File: config.mk
export PLATFORM = sky130hd
export DESIGN_NAME = dram_ctrl
export DESIGN_NICKNAME = d
export VERILOG_FILES = /design/src/logic/dram_ctrl_pkg.sv /design/src/logic/req_if.sv /design/src/logic/bank_page_table.sv /design/src/logic/dram_ctrl.sv /design/src/logic/dram_fsm.sv /design/src/logic/l2_req_buffer.sv /design/src/logic/read_return.sv /design/src/logic/refresh_timer.sv
export SDC_FILE = /design/constraint.sdc
export NUM_CORES = 1
export LEC_CHECK = 0
export BUFFER_PORTS_ARGS = -buffer_cell sky130_fd_sc_hd__buf_2
export CAP_MARGIN = 20
export CORE_ASPECT_RATIO = 0.6
export CORE_UTILIZATION = 56
export CTS_BUF_LIST = sky130_fd_sc_hd__clkbuf_4 sky130_fd_sc_hd__clkbuf_8
export CTS_CLUSTER_DIAMETER = 120
export DETAILED_ROUTE_END_ITERATION = 12
export PLACE_DENSITY = 0.82
export SYNTH_ARGS = -nofsm -noshare
export SYNTH_HDL_FRONTEND = slang
export SYNTH_HIERARCHICAL = 1
export SYNTH_SLANG_ARGS = --single-unit
File: constraint.sdc
create_clock -name clk -period 5.2 [get_ports clk]
set_clock_uncertainty 0.05 [all_clocks]
set_input_delay 0.78 -clock clk [delete_from_list [all_inputs] [get_ports clk]]
set_output_delay 0.78 -clock clk [all_outputs]
set_load 0.01 [all_outputs]
File: src/logic/dram_ctrl_pkg.sv
`default_nettype none

package dram_ctrl_pkg;

    // address fields, row on top, then bank, then column
    localparam int BANK_W = 3;
    localparam int ROW_W  = 7;
    localparam int COL_W  = 3;
    localparam int ADDR_W = ROW_W + BANK_W + COL_W;
    localparam int DATA_W = 8;

    localparam int COL_LSB  = 0;
    localparam int BANK_LSB = COL_W;
    localparam int ROW_LSB  = COL_W + BANK_W;

    localparam int NUM_BANKS = 1 << BANK_W;

    // request buffer, depth equals the initial credit count
    localparam int REQ_DEPTH = 8;
    localparam int REQ_PTR_W = $clog2(REQ_DEPTH);
    localparam int REQ_CNT_W = $clog2(REQ_DEPTH + 1);

    // DRAM timing in controller cycles
    localparam int T_RCD            = 2;
    localparam int T_RP             = 2;
    localparam int T_RFC            = 8;
    localparam int CAS_LAT          = 3;
    localparam int REFRESH_INTERVAL = 200;

    localparam int WAIT_W    = $clog2(T_RFC);
    localparam int REF_CNT_W = $clog2(REFRESH_INTERVAL);

    typedef enum logic [2:0] {
        NOP  = 3'd0,
        ACT  = 3'd1,
        RD   = 3'd2,
        WR   = 3'd3,
        PRE  = 3'd4,
        PREA = 3'd5,
        REF  = 3'd6
    } dram_cmd_e;

    typedef enum logic [2:0] {
        IDLE,
        PRECHARGE,
        ACTIVATE,
        ACCESS,
        REFRESH_PRE,
        REFRESH,
        WAIT
    } fsm_state_e;

endpackage

`default_nettype wire

File: src/logic/req_if.sv
`default_nettype none

interface req_if;
    import dram_ctrl_pkg::*;

    // oldest request held in the buffer
    logic              head_valid;
    logic              head_write;
    logic [ADDR_W-1:0] head_addr;
    logic [DATA_W-1:0] head_wdata;
    // head consumed this cycle
    logic              pop;

    modport buffer (
        output head_valid, head_write, head_addr, head_wdata,
        input  pop
    );

    modport sched (
        input  head_valid, head_write, head_addr, head_wdata,
        output pop
    );

    modport decode (input head_addr);

endinterface

`default_nettype wire

File: src/logic/bank_page_table.sv
`default_nettype none

module bank_page_table (
    input  logic                             clk,
    input  logic                             rst,
    input  dram_ctrl_pkg::dram_cmd_e         cmd,
    input  logic [dram_ctrl_pkg::BANK_W-1:0] cmd_bank,
    output logic                             page_hit,
    output logic                             page_empty,
    output logic                             any_open,
    output logic [dram_ctrl_pkg::BANK_W-1:0] dec_bank,
    output logic [dram_ctrl_pkg::ROW_W-1:0]  dec_row,
    output logic [dram_ctrl_pkg::COL_W-1:0]  dec_col,
    req_if.decode                            head
);
    import dram_ctrl_pkg::*;

    logic [NUM_BANKS-1:0] row_valid;
    logic [ROW_W-1:0]     open_row [NUM_BANKS];

    // address split
    assign dec_row  = head.head_addr[ROW_LSB +: ROW_W];
    assign dec_bank = head.head_addr[BANK_LSB +: BANK_W];
    assign dec_col  = head.head_addr[COL_LSB +: COL_W];

    assign page_empty = !row_valid[dec_bank];
    assign page_hit   = row_valid[dec_bank] && (open_row[dec_bank] == dec_row);
    assign any_open   = |row_valid;

    always_ff @(posedge clk) begin
        if (rst) begin
            row_valid <= '0;
        end else begin
            case (cmd)
                ACT:     row_valid[cmd_bank] <= 1'b1;
                PRE:     row_valid[cmd_bank] <= 1'b0;
                PREA:    row_valid <= '0;
                default: row_valid <= row_valid;
            endcase
        end
    end

    // head is still unpopped during ACT, so its row is the one opened
    always_ff @(posedge clk) begin
        if (cmd == ACT) begin
            open_row[cmd_bank] <= dec_row;
        end
    end

    a_no_act_to_open_bank: assert property (@(posedge clk) disable iff (rst)
        cmd == ACT |-> !row_valid[cmd_bank]);

endmodule

`default_nettype wire

File: src/logic/dram_ctrl.sv
`default_nettype none

module dram_ctrl (
    input  logic                             clk,
    input  logic                             rst,
    // L2 request side
    input  logic                             req_valid,
    input  logic                             req_write,
    input  logic [dram_ctrl_pkg::ADDR_W-1:0] req_addr,
    input  logic [dram_ctrl_pkg::DATA_W-1:0] req_wdata,
    output logic                             req_credit,
    // L2 response side
    output logic                             rsp_valid,
    output logic [dram_ctrl_pkg::DATA_W-1:0] rsp_rdata,
    // DRAM command and data
    output dram_ctrl_pkg::dram_cmd_e         cmd,
    output logic [dram_ctrl_pkg::BANK_W-1:0] cmd_bank,
    output logic [dram_ctrl_pkg::ROW_W-1:0]  cmd_row,
    output logic [dram_ctrl_pkg::COL_W-1:0]  cmd_col,
    output logic [dram_ctrl_pkg::DATA_W-1:0] dram_wdata,
    input  logic [dram_ctrl_pkg::DATA_W-1:0] dram_rdata
);
    import dram_ctrl_pkg::*;

    logic              page_hit;
    logic              page_empty;
    logic              any_open;
    logic [BANK_W-1:0] dec_bank;
    logic [ROW_W-1:0]  dec_row;
    logic [COL_W-1:0]  dec_col;
    logic              refresh_req;
    logic              refresh_start;
    logic              rd_issue;

    req_if head_if ();

    l2_req_buffer u_req_buffer (
        .clk        (clk),
        .rst        (rst),
        .req_valid  (req_valid),
        .req_write  (req_write),
        .req_addr   (req_addr),
        .req_wdata  (req_wdata),
        .req_credit (req_credit),
        .head       (head_if.buffer)
    );

    bank_page_table u_page_table (
        .clk        (clk),
        .rst        (rst),
        .cmd        (cmd),
        .cmd_bank   (cmd_bank),
        .page_hit   (page_hit),
        .page_empty (page_empty),
        .any_open   (any_open),
        .dec_bank   (dec_bank),
        .dec_row    (dec_row),
        .dec_col    (dec_col),
        .head       (head_if.decode)
    );

    refresh_timer u_refresh_timer (
        .clk           (clk),
        .rst           (rst),
        .refresh_start (refresh_start),
        .refresh_req   (refresh_req)
    );

    dram_fsm u_fsm (
        .clk           (clk),
        .rst           (rst),
        .page_hit      (page_hit),
        .page_empty    (page_empty),
        .any_open      (any_open),
        .dec_bank      (dec_bank),
        .dec_row       (dec_row),
        .dec_col       (dec_col),
        .refresh_req   (refresh_req),
        .refresh_start (refresh_start),
        .rd_issue      (rd_issue),
        .cmd           (cmd),
        .cmd_bank      (cmd_bank),
        .cmd_row       (cmd_row),
        .cmd_col       (cmd_col),
        .dram_wdata    (dram_wdata),
        .head          (head_if.sched)
    );

    read_return u_read_return (
        .clk        (clk),
        .rst        (rst),
        .rd_issue   (rd_issue),
        .dram_rdata (dram_rdata),
        .rsp_valid  (rsp_valid),
        .rsp_rdata  (rsp_rdata)
    );

endmodule

`default_nettype wire

File: src/logic/dram_fsm.sv
`default_nettype none

module dram_fsm (
    input  logic                             clk,
    input  logic                             rst,
    input  logic                             page_hit,
    input  logic                             page_empty,
    input  logic                             any_open,
    input  logic [dram_ctrl_pkg::BANK_W-1:0] dec_bank,
    input  logic [dram_ctrl_pkg::ROW_W-1:0]  dec_row,
    input  logic [dram_ctrl_pkg::COL_W-1:0]  dec_col,
    input  logic                             refresh_req,
    output logic                             refresh_start,
    output logic                             rd_issue,
    output dram_ctrl_pkg::dram_cmd_e         cmd,
    output logic [dram_ctrl_pkg::BANK_W-1:0] cmd_bank,
    output logic [dram_ctrl_pkg::ROW_W-1:0]  cmd_row,
    output logic [dram_ctrl_pkg::COL_W-1:0]  cmd_col,
    output logic [dram_ctrl_pkg::DATA_W-1:0] dram_wdata,
    req_if.sched                             head
);
    import dram_ctrl_pkg::*;

    fsm_state_e        state;
    fsm_state_e        state_n;
    fsm_state_e        ret_state;
    fsm_state_e        ret_state_n;
    logic [WAIT_W-1:0] wait_cnt;
    logic [WAIT_W-1:0] wait_cnt_n;
    dram_cmd_e         cmd_n;
    dram_cmd_e         access_cmd;
    logic              pop_q;
    logic              pop_n;
    logic              head_new;

    // head still waiting for its column command
    assign head_new   = head.head_valid && !pop_q;
    assign access_cmd = head.head_write ? WR : RD;

    assign refresh_start = (state == REFRESH);
    assign head.pop      = pop_q;

    // every command is registered, so a wait of n cycles
    // spends n-1 cycles in WAIT before the next command is set up
    always_comb begin
        state_n     = state;
        ret_state_n = ret_state;
        wait_cnt_n  = wait_cnt;
        cmd_n       = NOP;
        pop_n       = 1'b0;
        case (state)
            IDLE: begin
                // refresh wins between requests
                if (refresh_req) begin
                    state_n = any_open ? REFRESH_PRE : REFRESH;
                end else if (head_new) begin
                    if (page_hit) begin
                        cmd_n = access_cmd;
                        pop_n = 1'b1;
                    end else if (page_empty) begin
                        state_n = ACTIVATE;
                    end else begin
                        state_n = PRECHARGE;
                    end
                end
            end
            PRECHARGE: begin
                cmd_n       = PRE;
                state_n     = WAIT;
                wait_cnt_n  = WAIT_W'(T_RP - 2);
                ret_state_n = ACTIVATE;
            end
            ACTIVATE: begin
                cmd_n       = ACT;
                state_n     = WAIT;
                wait_cnt_n  = WAIT_W'(T_RCD - 2);
                ret_state_n = ACCESS;
            end
            ACCESS: begin
                cmd_n   = access_cmd;
                pop_n   = 1'b1;
                state_n = IDLE;
            end
            REFRESH_PRE: begin
                cmd_n       = PREA;
                state_n     = WAIT;
                wait_cnt_n  = WAIT_W'(T_RP - 2);
                ret_state_n = REFRESH;
            end
            REFRESH: begin
                cmd_n       = REF;
                state_n     = WAIT;
                wait_cnt_n  = WAIT_W'(T_RFC - 2);
                ret_state_n = IDLE;
            end
            WAIT: begin
                if (wait_cnt == '0) begin
                    state_n = ret_state;
                end else begin
                    wait_cnt_n = wait_cnt - 1'b1;
                end
            end
            default: state_n = IDLE;
        endcase
    end

    always_ff @(posedge clk) begin
        if (rst) begin
            state     <= IDLE;
            ret_state <= IDLE;
            wait_cnt  <= '0;
            cmd       <= NOP;
            pop_q     <= 1'b0;
            rd_issue  <= 1'b0;
        end else begin
            state     <= state_n;
            ret_state <= ret_state_n;
            wait_cnt  <= wait_cnt_n;
            cmd       <= cmd_n;
            pop_q     <= pop_n;
            rd_issue  <= (cmd_n == RD);
        end
    end

    // command address and write data, valid alongside cmd
    always_ff @(posedge clk) begin
        if (cmd_n != NOP) begin
            cmd_bank <= dec_bank;
            cmd_row  <= dec_row;
            cmd_col  <= dec_col;
        end
        if (cmd_n == WR) begin
            dram_wdata <= head.head_wdata;
        end
    end

    // column access always lands on the row the table holds open
    a_access_on_open_row: assert property (@(posedge clk) disable iff (rst)
        (cmd == RD || cmd == WR) |-> page_hit && (dec_bank == cmd_bank));

endmodule

`default_nettype wire

File: src/logic/l2_req_buffer.sv
`default_nettype none

module l2_req_buffer (
    input  logic                             clk,
    input  logic                             rst,
    input  logic                             req_valid,
    input  logic                             req_write,
    input  logic [dram_ctrl_pkg::ADDR_W-1:0] req_addr,
    input  logic [dram_ctrl_pkg::DATA_W-1:0] req_wdata,
    output logic                             req_credit,
    req_if.buffer                            head
);
    import dram_ctrl_pkg::*;

    logic              write_mem [REQ_DEPTH];
    logic [ADDR_W-1:0] addr_mem  [REQ_DEPTH];
    logic [DATA_W-1:0] data_mem  [REQ_DEPTH];

    logic [REQ_PTR_W-1:0] wr_ptr;
    logic [REQ_PTR_W-1:0] rd_ptr;
    logic [REQ_CNT_W-1:0] count;
    logic                 full;

    assign full = (count == REQ_CNT_W'(REQ_DEPTH));

    // storage, written on every accepted request
    always_ff @(posedge clk) begin
        if (req_valid) begin
            write_mem[wr_ptr] <= req_write;
            addr_mem[wr_ptr]  <= req_addr;
            data_mem[wr_ptr]  <= req_wdata;
        end
    end

    // pointers wrap on their own, depth is a power of two
    always_ff @(posedge clk) begin
        if (rst) begin
            wr_ptr <= '0;
            rd_ptr <= '0;
            count  <= '0;
        end else begin
            if (req_valid) begin
                wr_ptr <= wr_ptr + 1'b1;
            end
            if (head.pop) begin
                rd_ptr <= rd_ptr + 1'b1;
            end
            case ({req_valid, head.pop})
                2'b10:   count <= count + 1'b1;
                2'b01:   count <= count - 1'b1;
                default: count <= count;
            endcase
        end
    end

    assign head.head_valid = (count != '0);
    assign head.head_write = write_mem[rd_ptr];
    assign head.head_addr  = addr_mem[rd_ptr];
    assign head.head_wdata = data_mem[rd_ptr];

    // one credit back per popped entry
    assign req_credit = head.pop;

    // requester must hold a credit before sending
    a_no_push_when_full: assert property (@(posedge clk) disable iff (rst)
        req_valid |-> !full);

    // scheduler only consumes a present head
    a_no_pop_when_empty: assert property (@(posedge clk) disable iff (rst)
        head.pop |-> count != '0);

endmodule

`default_nettype wire

File: src/logic/read_return.sv
`default_nettype none

module read_return (
    input  logic                             clk,
    input  logic                             rst,
    input  logic                             rd_issue,
    input  logic [dram_ctrl_pkg::DATA_W-1:0] dram_rdata,
    output logic                             rsp_valid,
    output logic [dram_ctrl_pkg::DATA_W-1:0] rsp_rdata
);
    import dram_ctrl_pkg::*;

    // one bit per cycle of CAS latency, several reads may be in flight
    logic [CAS_LAT-1:0] inflight;
    logic               capture;

    // oldest bit set means dram_rdata is valid now
    assign capture = inflight[CAS_LAT-1];

    always_ff @(posedge clk) begin
        if (rst) begin
            inflight  <= '0;
            rsp_valid <= 1'b0;
        end else begin
            inflight  <= {inflight[CAS_LAT-2:0], rd_issue};
            rsp_valid <= capture;
        end
    end

    always_ff @(posedge clk) begin
        if (capture) begin
            rsp_rdata <= dram_rdata;
        end
    end

endmodule

`default_nettype wire

File: src/logic/refresh_timer.sv
`default_nettype none

module refresh_timer (
    input  logic clk,
    input  logic rst,
    input  logic refresh_start,
    output logic refresh_req
);
    import dram_ctrl_pkg::*;

    logic [REF_CNT_W-1:0] interval_cnt;

    always_ff @(posedge clk) begin
        if (rst) begin
            interval_cnt <= '0;
            refresh_req  <= 1'b0;
        end else if (refresh_start) begin
            // restart the interval at each refresh
            interval_cnt <= '0;
            refresh_req  <= 1'b0;
        end else if (!refresh_req) begin
            if (interval_cnt == REF_CNT_W'(REFRESH_INTERVAL - 1)) begin
                refresh_req <= 1'b1;
            end else begin
                interval_cnt <= interval_cnt + 1'b1;
            end
        end
    end

    // scheduler starts a refresh only when one is pending
    a_start_only_when_pending: assert property (@(posedge clk) disable iff (rst)
        refresh_start |-> refresh_req);

endmodule

`default_nettype wire

==> out/results.ini <==
[critical_path]
worstPathRequired_ns = 5.38
crit_path_start_kind = flip-flop
path_class = reg2reg
reg2regPathDepth = 12
path_max_fanout = 18
end_kind = flip-flop
cp.arrival_ns = 4.56

[cts]
cts_buffer_depth = 3
cts_htree_levels = 2
cts_tree = yes
cts_root_buffer = clkbuf_8
post_cts_resized = 0
cts_buffers = 43
insertion_delay_ns = 0.53
cts_hold_buf = 0
numClockSinks = 309
clkSlewWorstSetupHoldPaths_ns = 0.06
post_cts_buffers = 0

[grt]
gr-total-overflow = 0
antenna_found_initial = 1
grt_start_max_net_pins = 44
grt.total_usage = 0.2084
grt_pass1_vias = 6444
grt_pass1_wl_mm = 36.36

[yosys]
yosysWarnings = 6
synth_common_cells = edfxtp_1 (261), dfxtp_1 (48), mux4_1 (38), nor2_1 (38), a21oi_1 (29)
synth_area_um2 = 12470
synthAdderAreaFrac = 0.009033
async_flop_share = 0
synthSimpleGateAreaFrac = 0.06072
synth_cell_types = 58
synth_top_family_by_area = multiplexers
syn-instance-count = 699
synth-seq-cells = 309
yosysSeqAreaShare = 0.7058
synth_most_common_cell = edfxtp_1
synth_edf_count = 261
syn_nets = 741
synth_mux_area_frac = 0.1496
synth_top_cells_by_area = edfxtp_1 (63%), mux4_1 (8.0%), dfxtp_1 (7.7%)
synth_xor_area_frac = 0.01054
synth_compound_area_frac = 0.03764
post-synth-top-area-cell = edfxtp_1
syn_area_per_cell_um2 = 17.83
synth_ff_type = edfxtp_1
synth_top_area_frac = 0.6287

[floorplanning]
ioPinCount = 67
coreArea_um2 = 21390
dieArea_um2 = 22880
start_util = 0.5827
fp.dieH_um = 117.6
rows = 41
die_w_um = 194.6

[power]
swShare = 0.2386
power_leakage_nw = 4.764
p_seq_frac = 0.536
clkPwrFrac = 0.361
power.switching_w = 0.001332
ir_drop_mv = 0.2358
cellPowerDensity_nw_per_um2 = 401.0
power.internal_w = 0.004249
combPwrFrac = 0.104

[route]
viasPerCell = 5.959
dr.pass1.iters = 7
routed_wl_mm = 23.31
ant_nets = 0
drt_iter0_markers = 753
route.detailed.drc = 0
wire_per_inst_um = 21.48
via_count = 6466

[sta]
final_max_slew_viol_count = 0
finalCriticalPeriod_ns = 4.380
max_slew_margin = 0.3597
max_freq_mhz = 228.3
rsz0062_at_grt = false
setup_violations = 0
timing.setup.tns_ns = 0
finalCritPeriodShare = 0.8424
tightest_slew_ns = 0.9585
finalWorstSetupSlack_ns = 0.8195
hold_violations = 0

[placement]
gp_congestion = 0.7636
port_buffers = 66
pre_cts_slack_ns = 0.9891
post-dp-hpwl_mm = 14.24

[finish]
syn_to_final_growth_pct = 11.63
fillers = 1399
drive_above_1_share = 0.2696
fin_nets = 816

[min_path]
hold_class = in2reg
whs_path_depth = 1
min_from = dram_rdata[0]

[status]
status = completed

[job]
cap_viol_max_count = 0

[cells in the final DEF, fill, tap and decap left out, types with 19 or more instances in the layout]
cell type  count
edfxtp_1     261
buf_2         66
dfxtp_1       47
clkbuf_8      46
mux4_1        38
nor2_1        32
a21oi_1       29
mux2_2        24
nor2b_1       21
clkbuf_4      19
mux2i_1       19
[cells by family after synthesis]
group	after synthesis
simple gates	135
xor+xnor	15
fa+ha+maj	9
buf+inv	57
compound gates	75
mux	99
flops	309
[routing by layer]
layer | wire [um] | vias to the layer above | global-route usage
met3 | 1564 | 27 | 0.04298
met5 | 0 | - | 0
met2 | 10950 | 259 | 0.3244
met1 | 10540 | 3264 | 0.3051
li1 | - | 2916 | -
met4 | 248 | 0 | 0.04960
[registers in the layout, summed over array words and instances (netlist names), named ones only]
| name | cells |
|---|---|
| u_req_buffer/addr_mem | 104 |
| u_req_buffer/data_mem | 64 |
| u_page_table/open_row | 56 |
| u_fsm/dram_wdata | 8 |
| u_page_table/row_valid | 8 |
| u_read_return/rsp_rdata | 8 |
| u_refresh_timer/interval_cnt | 8 |
| u_req_buffer/write_mem | 8 |
| u_fsm/cmd_row | 7 |
| u_req_buffer/count | 4 |
| u_fsm/cmd | 3 |
| u_fsm/cmd_bank | 3 |
| u_fsm/cmd_col | 3 |
| u_fsm/ret_state | 3 |
| u_fsm/state | 3 |
| u_fsm/wait_cnt | 3 |
| u_read_return/inflight | 3 |
| u_req_buffer/rd_ptr | 3 |
| u_req_buffer/wr_ptr | 3 |
| u_fsm/head.pop | 1 |
| u_fsm/rd_issue | 1 |
| u_read_return/rsp_valid | 1 |
| u_refresh_timer/refresh_req | 1 |
[critical path, cell delays in order (launching register included)]
cell and delay (ns):
dfxtp_2 0.37, buf_4 0.31, mux4_1 0.59, mux2_2 0.45, mux4_2 0.49, mux2i_1 0.23
xor2_1 0.17, nand4_1 0.11, nor4_2 0.43, and3b_1 0.25, a2bb2oi_1 0.13, nor2b_1 0.24
buf_4 0.24
[worst paths after layout]
path,end,slack (ns)
min reg2reg,u_read_return/inflight[1]$_SDFF_PP0_,0.39
max,u_fsm/dram_wdata[2]$_DFFE_PN_,0.82
min,u_read_return/rsp_rdata[0]$_DFFE_PP_,0.37
max reg2reg,u_fsm/dram_wdata[2]$_DFFE_PN_,0.82
[cell type report]
type / instances / area [um^2] / area share
antenna: 1 / 2.502 / 0.0001798
clock buffer: 65 / 775.7 / 0.05575
clock inverter: 11 / 158.9 / 0.01142
inverter: 10 / 37.54 / 0.002697
multi-input combinational: 333 / 3379 / 0.2429
sequential: 309 / 8800 / 0.6324
tap: 279 / 349.1 / 0.02509
timing repair buffer: 77 / 412.9 / 0.02967
[power by group through the flow]
stage,Sequential (W),Clock (W),Combinational [W]
2_1_floorplan,0.00298,0,0.000433
3_3_place_gp,0.00303,0,0.000543
3_5_place_dp,0.00304,0,0.000572
4_1_cts,0.00299,0.00205,0.000578
5_1_grt,0.00301,0.00216,0.000631
6_report,0.00299,0.00201,0.000579
[through the flow]
step	utilization	area [um^2]	hold slack, ns	std cells	total power [W]
6_report	0.6505	13920	0.3719	1085	0.005581
5_1_grt	0.6504	13910	0.3504	1084	0.005801
4_1_cts	0.6504	13910	0.3514	1084	0.005615
3_5_place_dp	0.6067	12980	0.3704	1008	0.003607
3_3_place_gp	0.6067	12980	0.3758	1008	0.003570
2_1_floorplan	-	12470	0.3638	699	0.003412
Note: power is estimated with default switching activity, not from simulation.
